--- config.mk ---
export PLATFORM = sky130hd
export DESIGN_NAME = rp_top
export DESIGN_NICKNAME = d
export VERILOG_FILES = /design/src/design/rp_pkg.sv /design/src/design/adc_frontend.sv /design/src/design/dac_mixer.sv /design/src/design/dac_offset_regs.sv /design/src/design/hk_regs.sv /design/src/design/rp_top.sv /design/src/design/sys_bus_decoder.sv
export SDC_FILE = /design/constraint.sdc
export NUM_CORES = 1
export LEC_CHECK = 0
export ABC_AREA = 1
export BUFFER_PORTS_ARGS = -buffer_cell sky130_fd_sc_hd__buf_2
export CORE_AREA = 2 2 113 126
export CTS_BUF_LIST = sky130_fd_sc_hd__clkbuf_4 sky130_fd_sc_hd__clkbuf_8
export CTS_CLUSTER_DIAMETER = 60
export CTS_CLUSTER_SIZE = 10
export DETAILED_ROUTE_END_ITERATION = 10
export DIE_AREA = 0 0 115 128
export PLACE_DENSITY = 0.8
export SYNTH_ARGS = -nofsm -noshare
export SYNTH_HDL_FRONTEND = slang
export SYNTH_SLANG_ARGS = --single-unit
export TNS_END_PERCENT = 1
--- constraint.sdc ---
create_clock -name adc_clk -period 2.5 [get_ports adc_clk]
set_input_delay 0.25 -clock adc_clk [delete_from_list [all_inputs] [get_ports adc_clk]]
set_output_delay 0.25 -clock adc_clk [all_outputs]
set_load 0.01 [all_outputs]
--- src/design/rp_pkg.sv ---
// shared widths, address map and bus/sample types for the adc_clk datapath
// everything runs on adc_clk, the bus included
// region index sits in address bits 22..20, the offset in bits 19..0
// samples are two's complement, 14 bits, channel a in the upper half of a pair

package rp_pkg;

  ////////////////////////////////////////////////////////////
  // widths
  ////////////////////////////////////////////////////////////

  localparam int SMP_W     = 14;  // DAC/ADC sample
  localparam int SUM_W     = 15;  // one guard bit for the offset adder
  localparam int ADC_SHIFT = 2;   // raw word to sample, arithmetic
  localparam int SYS_AW    = 32;
  localparam int SYS_DW    = 32;
  localparam int REG_OFS_W = 20;  // offset bits within a region
  localparam int REGION_N  = 8;
  localparam int REGION_W  = 3;
  localparam int LED_W     = 8;

  ////////////////////////////////////////////////////////////
  // address map
  ////////////////////////////////////////////////////////////

  localparam logic [REGION_W-1:0] REGION_HK  = 3'd0;  // housekeeping
  localparam logic [REGION_W-1:0] REGION_DCO = 3'd1;  // dc offsets

  localparam logic [SYS_DW-1:0] HK_ID = 32'h5250_0001;  // read only

  localparam logic [REG_OFS_W-1:0] HK_ADDR_ID   = 20'h0_0000;
  localparam logic [REG_OFS_W-1:0] HK_ADDR_LOOP = 20'h0_0004;  // bit 0 only
  localparam logic [REG_OFS_W-1:0] HK_ADDR_LED  = 20'h0_0008;
  localparam logic [REG_OFS_W-1:0] DCO_ADDR_A   = 20'h0_0000;
  localparam logic [REG_OFS_W-1:0] DCO_ADDR_B   = 20'h0_0004;

  ////////////////////////////////////////////////////////////
  // types
  ////////////////////////////////////////////////////////////

  typedef logic signed [SMP_W-1:0] sample_t;
  typedef logic        [SMP_W-1:0] adc_raw_t;  // straight from the converter

  typedef struct packed {
    sample_t a;
    sample_t b;
  } smp_pair_t;

  typedef struct packed {
    adc_raw_t a;
    adc_raw_t b;
  } raw_pair_t;

  // one request per cycle, wen and ren never together
  typedef struct packed {
    logic [SYS_AW-1:0] addr;
    logic [SYS_DW-1:0] wdata;
    logic              wen;
    logic              ren;
  } sys_req_t;

  // ack pulses one cycle after the strobe, rdata zero unless a good read
  typedef struct packed {
    logic [SYS_DW-1:0] rdata;
    logic              ack;
    logic              err;
  } sys_rsp_t;

endpackage

--- src/design/adc_frontend.sv ---
// raw ADC word to signed sample, arithmetic shift right by ADC_SHIFT
// the top raw bit is taken as sign, raw words arrive already parallel
// digital loopback swaps in the DAC sum of the same cycle
// one register stage, adc_dat_o follows adc_raw_i by 1 cycle

module adc_frontend (
  input  logic              adc_clk,
  input  logic              rst_i,
  input  rp_pkg::raw_pair_t adc_raw_i,
  input  rp_pkg::smp_pair_t loop_dat_i,      // unregistered DAC sum
  input  logic              digital_loop_i,  // from hk
  output rp_pkg::smp_pair_t adc_dat_o
);

  import rp_pkg::*;

  smp_pair_t adc_conv;  // shifted samples
  smp_pair_t adc_sel;   // after loopback mux

  // sign fill comes from >>> on the signed view
  function automatic sample_t raw_to_smp(adc_raw_t raw);
    return sample_t'($signed(raw) >>> ADC_SHIFT);
  endfunction

  assign adc_conv.a = raw_to_smp(adc_raw_i.a);
  assign adc_conv.b = raw_to_smp(adc_raw_i.b);

  assign adc_sel = digital_loop_i ? loop_dat_i : adc_conv;  // raw input ignored in loop

  always_ff @(posedge adc_clk)
  begin
    if (rst_i)
      adc_dat_o <= '0;
    else
      adc_dat_o <= adc_sel;
  end

endmodule

--- src/design/dac_mixer.sv ---
// generator sample plus dc offset, saturated to 14 bits per channel
// two register stages to the pins, dac_dat_o lags asg_dat_i by 2 cycles
// loop_dat_o is the saturated sum before any register
// dac_reset_o is rst_i delayed by one cycle

module dac_mixer (
  input  logic              adc_clk,
  input  logic              rst_i,
  input  rp_pkg::smp_pair_t asg_dat_i,  // generator samples
  input  rp_pkg::smp_pair_t offset_i,   // from offset regs
  output rp_pkg::smp_pair_t loop_dat_o,
  output rp_pkg::smp_pair_t dac_dat_o,
  output logic              dac_reset_o
);

  import rp_pkg::*;

  smp_pair_t dac_sat;   // saturated sums
  smp_pair_t dac_s1_q;  // first stage

  // add with one guard bit, clamp when the two top bits disagree
  function automatic sample_t sat_add(sample_t x, sample_t y);
    logic signed [SUM_W-1:0] sum;
    sum = SUM_W'(x) + SUM_W'(y);
    if (sum[SUM_W-1] ^ sum[SUM_W-2])
      return {sum[SUM_W-1], {(SMP_W-1){~sum[SUM_W-1]}}};  // 0x2000 or 0x1fff
    return sum[SMP_W-1:0];
  endfunction

  assign dac_sat.a  = sat_add(asg_dat_i.a, offset_i.a);
  assign dac_sat.b  = sat_add(asg_dat_i.b, offset_i.b);
  assign loop_dat_o = dac_sat;  // feeds the ADC loopback

  ////////////////////////////////////////////////////////////
  // output pipeline
  ////////////////////////////////////////////////////////////

  always_ff @(posedge adc_clk)
  begin
    if (rst_i)
    begin
      dac_s1_q  <= '0;
      dac_dat_o <= '0;  // mid scale while in reset
    end
    else
    begin
      dac_s1_q  <= dac_sat;
      dac_dat_o <= dac_s1_q;
    end
  end

  // converter reset, one cycle behind the system reset
  always_ff @(posedge adc_clk)
  begin
    dac_reset_o <= rst_i;
  end

endmodule

--- src/design/dac_offset_regs.sv ---
// dc offset region, one signed 14 bit register per DAC channel
// writes keep wdata[13:0], reads return it sign extended to 32 bits
// unknown offsets ack with err

module dac_offset_regs (
  input  logic              adc_clk,
  input  logic              rst_i,
  input  rp_pkg::sys_req_t  req_i,    // offset only in addr
  output rp_pkg::sys_rsp_t  rsp_o,
  output rp_pkg::smp_pair_t offset_o  // to the DAC adder
);

  import rp_pkg::*;

  logic [REG_OFS_W-1:0] ofs;
  logic                 ofs_hit;
  logic [SYS_DW-1:0]    rd_val;
  smp_pair_t            offset_q;

  assign ofs = req_i.addr[REG_OFS_W-1:0];

  always_comb
  begin
    ofs_hit = 1'b1;
    rd_val  = '0;
    case (ofs)  // sign extend on read
      DCO_ADDR_A: rd_val = {{(SYS_DW-SMP_W){offset_q.a[SMP_W-1]}}, offset_q.a};
      DCO_ADDR_B: rd_val = {{(SYS_DW-SMP_W){offset_q.b[SMP_W-1]}}, offset_q.b};
      default:    ofs_hit = 1'b0;
    endcase
  end

  always_ff @(posedge adc_clk)
  begin
    if (rst_i)
    begin
      offset_q <= '0;  // no offset after reset
      rsp_o    <= '0;
    end
    else
    begin
      rsp_o.ack   <= req_i.wen | req_i.ren;
      rsp_o.err   <= (req_i.wen | req_i.ren) & ~ofs_hit;
      rsp_o.rdata <= req_i.ren ? rd_val : '0;
      if (req_i.wen && ofs == DCO_ADDR_A)
        offset_q.a <= req_i.wdata[SMP_W-1:0];  // upper bits dropped
      if (req_i.wen && ofs == DCO_ADDR_B)
        offset_q.b <= req_i.wdata[SMP_W-1:0];
    end
  end

  assign offset_o = offset_q;

endmodule

--- src/design/hk_regs.sv ---
// housekeeping region: id, digital loopback flag and leds
// id is read only, a write to it is acked and dropped
// unknown offsets ack with err, rdata stays zero on writes and errors

module hk_regs (
  input  logic                     adc_clk,
  input  logic                     rst_i,
  input  rp_pkg::sys_req_t         req_i,  // offset only in addr
  output rp_pkg::sys_rsp_t         rsp_o,
  output logic                     digital_loop_o,
  output logic [rp_pkg::LED_W-1:0] led_o
);

  import rp_pkg::*;

  logic [REG_OFS_W-1:0] ofs;
  logic                 ofs_hit;  // offset is one of ours
  logic [SYS_DW-1:0]    rd_val;
  logic                 loop_q;
  logic [LED_W-1:0]     led_q;

  assign ofs = req_i.addr[REG_OFS_W-1:0];

  // address decode and read mux
  always_comb
  begin
    ofs_hit = 1'b1;
    rd_val  = '0;
    case (ofs)
      HK_ADDR_ID:   rd_val = HK_ID;
      HK_ADDR_LOOP: rd_val = SYS_DW'(loop_q);
      HK_ADDR_LED:  rd_val = SYS_DW'(led_q);
      default:      ofs_hit = 1'b0;
    endcase
  end

  always_ff @(posedge adc_clk)
  begin
    if (rst_i)
    begin
      loop_q <= 1'b0;
      led_q  <= '0;
      rsp_o  <= '0;
    end
    else
    begin
      rsp_o.ack   <= req_i.wen | req_i.ren;              // 1 cycle latency
      rsp_o.err   <= (req_i.wen | req_i.ren) & ~ofs_hit;
      rsp_o.rdata <= req_i.ren ? rd_val : '0;            // zero on miss too
      if (req_i.wen)
      begin
        case (ofs)
          HK_ADDR_LOOP: loop_q <= req_i.wdata[0];
          HK_ADDR_LED:  led_q  <= req_i.wdata[LED_W-1:0];
          default:      ;  // id and unknown offsets ignored
        endcase
      end
    end
  end

  assign digital_loop_o = loop_q;
  assign led_o          = led_q;

endmodule

--- src/design/rp_top.sv ---
// fast analog top level, single clock domain on adc_clk
// bus latency is 1 cycle strobe to ack, one request in flight at a time
// adc_dat_o lags adc_raw_i by 1 cycle, dac_dat_o lags asg_dat_i by 2
// no back-pressure anywhere

module rp_top (
  input  logic                     adc_clk,
  input  logic                     rst_i,
  // system bus
  input  rp_pkg::sys_req_t         sys_req_i,
  output rp_pkg::sys_rsp_t         sys_rsp_o,
  // analog datapath
  input  rp_pkg::raw_pair_t        adc_raw_i,
  input  rp_pkg::smp_pair_t        asg_dat_i,
  output rp_pkg::smp_pair_t        adc_dat_o,
  output rp_pkg::smp_pair_t        dac_dat_o,
  output logic                     dac_reset_o,
  output logic [rp_pkg::LED_W-1:0] led_o
);

  import rp_pkg::*;

  sys_req_t  hk_req, dco_req;  // per region requests
  sys_rsp_t  hk_rsp, dco_rsp;
  smp_pair_t dco_offset;       // programmable dc offsets
  smp_pair_t loop_dat;         // saturated DAC sum for loopback
  logic      digital_loop;

  ////////////////////////////////////////////////////////////
  // system bus
  ////////////////////////////////////////////////////////////

  sys_bus_decoder i_sys_dec (
    .adc_clk   (adc_clk),
    .rst_i     (rst_i),
    .m_req_i   (sys_req_i),
    .m_rsp_o   (sys_rsp_o),
    .hk_req_o  (hk_req),
    .hk_rsp_i  (hk_rsp),
    .dco_req_o (dco_req),
    .dco_rsp_i (dco_rsp)
  );

  hk_regs i_hk (
    .adc_clk        (adc_clk),
    .rst_i          (rst_i),
    .req_i          (hk_req),
    .rsp_o          (hk_rsp),
    .digital_loop_o (digital_loop),
    .led_o          (led_o)
  );

  dac_offset_regs i_dco (
    .adc_clk  (adc_clk),
    .rst_i    (rst_i),
    .req_i    (dco_req),
    .rsp_o    (dco_rsp),
    .offset_o (dco_offset)
  );

  ////////////////////////////////////////////////////////////
  // datapath
  ////////////////////////////////////////////////////////////

  adc_frontend i_adc (
    .adc_clk        (adc_clk),
    .rst_i          (rst_i),
    .adc_raw_i      (adc_raw_i),
    .loop_dat_i     (loop_dat),
    .digital_loop_i (digital_loop),
    .adc_dat_o      (adc_dat_o)
  );

  dac_mixer i_dac (
    .adc_clk     (adc_clk),
    .rst_i       (rst_i),
    .asg_dat_i   (asg_dat_i),
    .offset_i    (dco_offset),
    .loop_dat_o  (loop_dat),
    .dac_dat_o   (dac_dat_o),
    .dac_reset_o (dac_reset_o)
  );

endmodule

--- src/design/sys_bus_decoder.sv ---
// splits the system bus into REGION_N regions of 2**REG_OFS_W bytes
// only hk and dco regions are mapped, the rest answer ack with err
// master must wait for ack before the next strobe, the region index
// of a request is held until the next one

module sys_bus_decoder (
  input  logic             adc_clk,
  input  logic             rst_i,
  input  rp_pkg::sys_req_t m_req_i,    // from master
  output rp_pkg::sys_rsp_t m_rsp_o,
  output rp_pkg::sys_req_t hk_req_o,   // region 0
  input  rp_pkg::sys_rsp_t hk_rsp_i,
  output rp_pkg::sys_req_t dco_req_o,  // region 1
  input  rp_pkg::sys_rsp_t dco_rsp_i
);

  import rp_pkg::*;

  logic [REGION_W-1:0] region;      // index of current request
  logic [REGION_W-1:0] region_q;    // index of last request, steers response
  logic [REGION_N-1:0] region_hot;  // one-hot decode
  logic                strobe;
  logic                unmapped;
  sys_req_t            sub_req;     // request with region bits stripped
  logic                err_q;       // own ack with err for unmapped regions

  ////////////////////////////////////////////////////////////
  // request side, combinational
  ////////////////////////////////////////////////////////////

  assign region     = m_req_i.addr[REG_OFS_W +: REGION_W];  // bits 22..20
  assign region_hot = REGION_N'(1) << region;
  assign strobe     = m_req_i.wen | m_req_i.ren;
  assign unmapped   = ~(region_hot[REGION_HK] | region_hot[REGION_DCO]);

  always_comb
  begin
    sub_req      = m_req_i;
    sub_req.addr = SYS_AW'(m_req_i.addr[REG_OFS_W-1:0]);  // offset only
    hk_req_o     = sub_req;
    dco_req_o    = sub_req;
    // strobes reach the addressed region only
    hk_req_o.wen  = sub_req.wen & region_hot[REGION_HK];
    hk_req_o.ren  = sub_req.ren & region_hot[REGION_HK];
    dco_req_o.wen = sub_req.wen & region_hot[REGION_DCO];
    dco_req_o.ren = sub_req.ren & region_hot[REGION_DCO];
  end

  ////////////////////////////////////////////////////////////
  // response side
  ////////////////////////////////////////////////////////////

  always_ff @(posedge adc_clk)
  begin
    if (rst_i)
    begin
      region_q <= REGION_HK;  // hk rsp is idle after reset
      err_q    <= 1'b0;
    end
    else
    begin
      if (strobe)
        region_q <= region;
      err_q <= strobe & unmapped;
    end
  end

  always_comb
  begin
    case (region_q)
      REGION_HK:  m_rsp_o = hk_rsp_i;
      REGION_DCO: m_rsp_o = dco_rsp_i;
      default:                  // regions 2..7
      begin
        m_rsp_o     = '0;       // never data on error
        m_rsp_o.ack = err_q;
        m_rsp_o.err = err_q;
      end
    endcase
  end

endmodule

==> results.yml, run 1 <==
floorplan:
  initial_utilization: 0.522
  dieArea_sq_um: 14700
  rows: 45
  fp.dieW_um: 115
  core_region_area_sq_um: 13500
  die_h_um: 128
  io_pins: 223
sta:
  fmax_mhz: 431
  tns_ps: 0
  setup_viol: 0
  period_share: 0.929
  slew_headroom: 0.563
  fin_crit_ps: 2320
  skew_ps: 7.72
  slew_viol_final: 0
  rsz0062_at_grt: "yes"
  hold-worst-slack_ps: 44.6
  worst_slew_pin_slew_ps: 656
  hold_viol: 0
clock_tree:
  cts.path.max_buffers: 2
  cts_root_buffer: "clkbuf_8"
  cts_tree: "yes"
  h-tree-depth: 4
  cts_hold_buf: 0
  clk_latency_ps: 450
  cts-buffers-inserted: 17
  clkSinkCount: 153
  clk_pin_slew_worst_paths_ps: 80
pwr:
  ir_drop_v: 0.000367
  pwr-share-seq: 0.515
  p_switching_mw: 1.23
  internal_power_mw: 3.71
  p_comb_frac: 0.095
  leakage_nw: 4.52
  p_sw_frac: 0.248
  finalPower_mw: 4.93
  cellPowerDensity_nw_per_um2: 584
  clkPwrFrac: 0.390
logic_synthesis:
  syn_area_sq_um: 7050
  synth_edf_count: 0
  async_flop_share: 0
  yosys.area.top_type: "dfxtp_1"
  synth_cell_types: 32
  synth_top_cell_area_share: 0.435
  synth_common_cells: "nor2_1, nand2_1, dfxtp_1"
  synth-seq-cells: 153
  ys_seq_area_frac: 0.435
  syn_nets: 1131
  syn_avg_cell_area_sq_um: 7.22
  netlist_top_cells_area: "dfxtp_1, nor2_1, nand2_1, inv_1, ha_1"
  ys_warn_count: 0
  synth-main-ff-cell: "dfxtp_1"
  synthCells: 977
  yosysMostFrequentCell: "nor2_1"
layout:
  drive_above_1_share: 0.237
  finalCoreUtilization: 0.625
  nets: 1303
  area_growth_pct: 19.8
setup_path:
  r2r_cells: 15
  crit_path_start_kind: "flop"
  crit_chain: "ha_1, fa_1, nand2_1, nand2_1, nand3_1, nand2_1, nand2_1, nand2_1, nand2_1, nand2_1, inv_2, nand3_4, nand2_1, nand3_1, nand2_1"
  slowest_stage: "fa_1"
  crit_path_max_incr_delay_ps: 380
  crit_type: "flop to flop"
  cp_num_buf_inv: 1
  arrival_ps: 2710
  cp.depth: 15
  end_kind: "flop"
  critPathMaxFanout: 26
  critPathMostFrequentCell: "nand2_1"
  required_ps: 2890
  crit_family: "simple AND/OR/NAND/NOR gates"
global_routing:
  grt_max_degree: 40
  track_usage: 0.234
  overflow: 0
  antenna_found_initial: 1
  grt_pass1_vias: 5945
  grt_pass1_wl_mm: 27.0
run_status:
  status: "finished clean"
detailed_routing:
  via_per_inst: 4.91
  drc: 0
  dr_wl_met2_mm: 8.09
  first_iter_violations: 354
  routedWlPerCell_um: 12.8
  ant_nets: 0
  wl_mm: 17.0
  vias: 6509
  dr.pass1.iters: 5
  wl_met3_mm: 1.12
  highest_layer: "met4"
  detail_route.wirelength.met1_mm: 7.39
place:
  dp_hpwl_mm: 13.2
  gp_congestion: 0.885
  io_buffers: 191
worst_hold_path:
  min_path_cells: 3
  hold_path.class: "input port to flop"
job:
  max_cap_viol_count: 0
kinds of logic after synthesis:
family                     count (synthesis)  share of synthesized area
and+or+nand+nor                          492                      0.292
buffers and inverters                    163                      0.102
DFF                                      153                      0.435
AOI/OAI and AO/OA                        121                     0.0939
adders and majority gates                 30                     0.0554
xor gates and xnor gates                  18                     0.0224
per-layer routing:
metal / GRT usage / vias up
met5: 0 / -
met4: 0.0985 / 0
met3: 0.0567 / 29
met2: 0.402 / 226
met1: 0.277 / 2853
li1: - / 3401
area by class of cell:
| class | instances | area (sq um) |
|---|---|---|
| fill | 1220 | 5070 |
| multi-input combinational | 661 | 3280 |
| sequential | 153 | 3060 |
| timing repair buffer | 205 | 1060 |
| inverter | 111 | 417 |
| clock buffer | 18 | 241 |
| tap | 164 | 205 |
| clock inverter | 14 | 175 |
| antenna | 1 | 2.50 |
layout by cell type (no fill, tap or decap), drive strengths merged:
master and instances:
buf 205, nand2 202, nor2 198, dfxtp 153, inv 112, nand3 64
a21oi 64, o21ai 43, ha 28, clkbuf 18, nor3 15, xor2 14
a22o 8, clkinv 8, or2 6, o21bai 4, xnor2 4, bufinv 3
and2 2, and3 2, a22oi 2, nor4 2, fa 2, clkinvlp 2
diode 1, nand4 1
metrics by stage:
step           cell area, sq um  setup slack, ps  std cells
5_1_grt                    8440            -9.64       1327
2_1_floorplan              7050              511        977
4_1_cts                    8430              162       1326
3_5_place_dp               8020              171       1294
6_report                   8440              177       1327
3_3_place_gp               8020              205       1294
flip-flops by register name, summed over array words and instances, names as in the netlist:
signal,count
i_hk.rsp_o,11
i_hk.led_o,8
i_dco.rsp_o,16
i_sys_dec.region_q,3
i_dco.offset_o,28
i_dac.dac_reset_o,1
i_adc.adc_dat_o,28
i_dac.dac_dat_o,28
i_sys_dec.err_q,1
i_hk.digital_loop_o,1
i_dac.dac_s1_q,28
tightest hold or removal path, cell delays in order:
cell	delay (ps)
buf_2	90
nor2_1	40
nor2_1	80
power by group through the flow:
stage               sequential [mW]  clock, mW  combinational [mW]
finish                         2.54       1.92               0.467
global route                   2.55       2.06               0.527
CTS                            2.54       1.96               0.467
detailed placement             2.60          0               0.465
global placement               2.60          0               0.456
floorplan                      2.62          0               0.252
final timing paths:
path | start | endpoint | slack [ps]
worst min register to register | i_dac.dac_s1_q[8]$_SDFF_PP0_ | i_dac.dac_dat_o[8]$_SDFF_PP0_ | 400
worst min-delay path | sys_req_i[15] | i_dco.offset_o[27]$_SDFFE_PP0P_ | 40
worst max register to register | i_dco.offset_o[0]$_SDFFE_PP0P_ | i_adc.adc_dat_o[11]$_SDFF_PP0_ | 180
worst max-delay path | i_dco.offset_o[0]$_SDFFE_PP0P_ | i_adc.adc_dat_o[11]$_SDFF_PP0_ | 180
timing repair:
action	in CTS	in global routing
buffers inserted	0	0
gates resized for setup	0	2
endpoints found under the setup margin	0	18
No activity file was read; power rests on OpenSTA's default activity.
==> run 2, diff against run 1 <==
--- a/config.mk
+++ b/config.mk
@@ -7,13 +7,13 @@
 export LEC_CHECK = 0
 export ABC_AREA = 1
 export BUFFER_PORTS_ARGS = -buffer_cell sky130_fd_sc_hd__buf_2
-export CORE_AREA = 2 2 113 126
+export CORE_AREA = 2 2 167 185
 export CTS_BUF_LIST = sky130_fd_sc_hd__clkbuf_4 sky130_fd_sc_hd__clkbuf_8
 export CTS_CLUSTER_DIAMETER = 60
 export CTS_CLUSTER_SIZE = 10
 export DETAILED_ROUTE_END_ITERATION = 10
-export DIE_AREA = 0 0 115 128
-export PLACE_DENSITY = 0.8
+export DIE_AREA = 0 0 169 187
+export PLACE_DENSITY = 0.41
 export SYNTH_ARGS = -nofsm -noshare
 export SYNTH_HDL_FRONTEND = slang
 export SYNTH_SLANG_ARGS = --single-unit
==> run 2 against run 1 <==
- routed wire length up 30%
- first-iteration DRC count down 36%
- clock-buffer cell count down 1
- global-route usage down 9.3 points
- setup slack worse by 19 ps
- non-clock buffer count up 3
- via count down 0.86%
- combinational power up 7.1%
- cell count up 17%
- largest power group unchanged
==> results.yml, run 2 (synthesis results as in run 1) <==
run_status:
  status: "finished clean"
detailed_routing:
  vias: 6453
  via_per_inst: 4.17
  dr.pass1.iters: 4
  drc: 0
  wl_mm: 22.2
  first_iter_violations: 227
  ant_nets: 0
  routedWlPerCell_um: 14.3
setup_path:
  r2r_cells: 13
  r2r_slack_ps: 160
  crit_type: "flop to flop"
  reg2reg_to: "i_dac.dac_s1_q[0]$_SDFF_PP0_"
  crit_path_start_kind: "flop"
  required_ps: 2880
  critPathMaxFanout: 13
  arrival_ps: 2720
  r2r_start: "i_dco.offset_o[0]$_SDFFE_PP0P_"
  end_kind: "flop"
pwr:
  ir_drop_v: 0.000197
  cellPowerDensity_nw_per_um2: 548
  leakage_nw: 4.53
layout:
  final_cell_mix: "nor2_1, buf_2, nand2_1"
  drive_above_1_share: 0.246
  final_common_cell: "nor2_1"
  area_growth_pct: 24.2
  nets: 1308
global_routing:
  overflow: 0
  grt_max_degree: 81
  track_usage: 0.141
  grt_pass1_vias: 6251
  grt_pass1_wl_mm: 34.1
  antenna_found_initial: 1
sta:
  fin_crit_ps: 2340
  hold-worst-slack_ps: 52.7
  period_share: 0.937
  slew_headroom: 0.533
  hold_viol: 0
  fmax_mhz: 427
  worst_slew_pin_slew_ps: 700
  timing.final.ws_setup_ps: 159
  skew_ps: 19.9
  rsz0062_at_grt: "yes"
  setup_viol: 0
  slew_viol_final: 0
floorplan:
  io_pins: 223
  core_region_area_sq_um: 30000
  fp.dieW_um: 169
  rows: 67
  die_h_um: 187
  dieArea_sq_um: 31600
  initial_utilization: 0.235
place:
  dp_hpwl_mm: 16.9
  gp_congestion: 0.864
  io_buffers: 191
  dpl_worst_slack_ps: 110
clock_tree:
  cts.path.max_buffers: 2
  h-tree-depth: 4
  clk_latency_ps: 460
  clk_pin_slew_worst_paths_ps: 90
  cts_tree: "yes"
  cts_root_buffer: "clkbuf_8"
  clkSinkCount: 153
  cts-buffers-inserted: 17
worst_hold_path:
  hold_path.class: "input port to flop"
  holdPathEnd: "i_sys_dec.err_q$_SDFF_PP0_"
  min-delay-start: "sys_req_i[55]"
  min_path_cells: 3
job:
  max_cap_viol_count: 0
[run 2: cell types whose count changed in the layout (fill, tap and decap cells not counted), sizes merged]
cell         previous run  this run
inv                   112       117
bufinv                  3         0
dlygate4sd3             0         3
nand3                  64        66
clkbuf                 18        17
clkinvlp                2         1
[run 2: area by class of cell]
type                       instances  area, sq um
antenna                            1         2.50
clock buffer                      17          234
clock inverter                    15          114
fill                            3327        21300
inverter                         111          419
multi-input combinational        663         3320
sequential                       153         3070
tap                              379          474
timing repair buffer             208         1120
[run 2: repair_timing]
item                       in CTS  in global routing
hold buffers                    3                  0
setup endpoints to repair       0                 41
buffers inserted                0                  0
hold endpoints to repair        5                  0
resized for setup               0                 15
[run 2: worst max path at each step]
| stage | start | to |
|---|---|---|
| 6_report | i_dco.offset_o[0]$_SDFFE_PP0P_ | i_dac.dac_s1_q[0]$_SDFF_PP0_ |
| 5_1_grt | i_dco.offset_o[0]$_SDFFE_PP0P_ | i_dac.dac_s1_q[0]$_SDFF_PP0_ |
| 4_1_cts | i_dco.offset_o[14]$_SDFFE_PP0P_ | i_adc.adc_dat_o[25]$_SDFF_PP0_ |
| 3_5_place_dp | i_dco.offset_o[14]$_SDFFE_PP0P_ | i_adc.adc_dat_o[25]$_SDFF_PP0_ |
| 3_3_place_gp | i_dco.offset_o[14]$_SDFFE_PP0P_ | i_adc.adc_dat_o[25]$_SDFF_PP0_ |
| 2_1_floorplan | i_dco.offset_o[14]$_SDFFE_PP0P_ | i_adc.adc_dat_o[19]$_SDFF_PP0_ |
[run 2: routing by layer]
layer | share of wire | track usage
met2 | 0.48 | 0.239
met5 | 0 | 0
met1 | 0.47 | 0.180
met3 | 0.043 | 0.0305
met4 | 0.0051 | 0.0401
[run 2: per-stage QoR]
stage / area [sq um] / cells / util / power, mW / TNS [ps]
finish: 8750 / 1547 / 0.292 / 4.80 / 0
global route: 8750 / 1547 / 0.292 / 5.06 / -54.6
CTS: 8690 / 1544 / 0.290 / 4.88 / 0
detailed placement: 8310 / 1509 / 0.277 / 3.09 / 0
global placement: 8310 / 1509 / 0.277 / 3.09 / 0
floorplan: 7050 / 977 / - / 2.87 / 0
[run 2: where the power goes]
part	leakage (nW)	internal, mW	switching (mW)	total [mW]
Combinational	3.09	0.190	0.310	0.500
Clock	0.183	0.703	1.05	1.76
Sequential	1.26	2.52	0.0211	2.54
[run 2: critical path: stages (launching register included)]
cell,delay [ps]
dfxtp_2,360
ha_2,200
fa_1,370
nand2_1,110
nand2_1,70
nand3_1,70
nand2_1,80
nand2_1,110
nand2_1,60
nand2_1,60
nand2_1,110
inv_2,130
nand3_2,280
a21oi_1,240
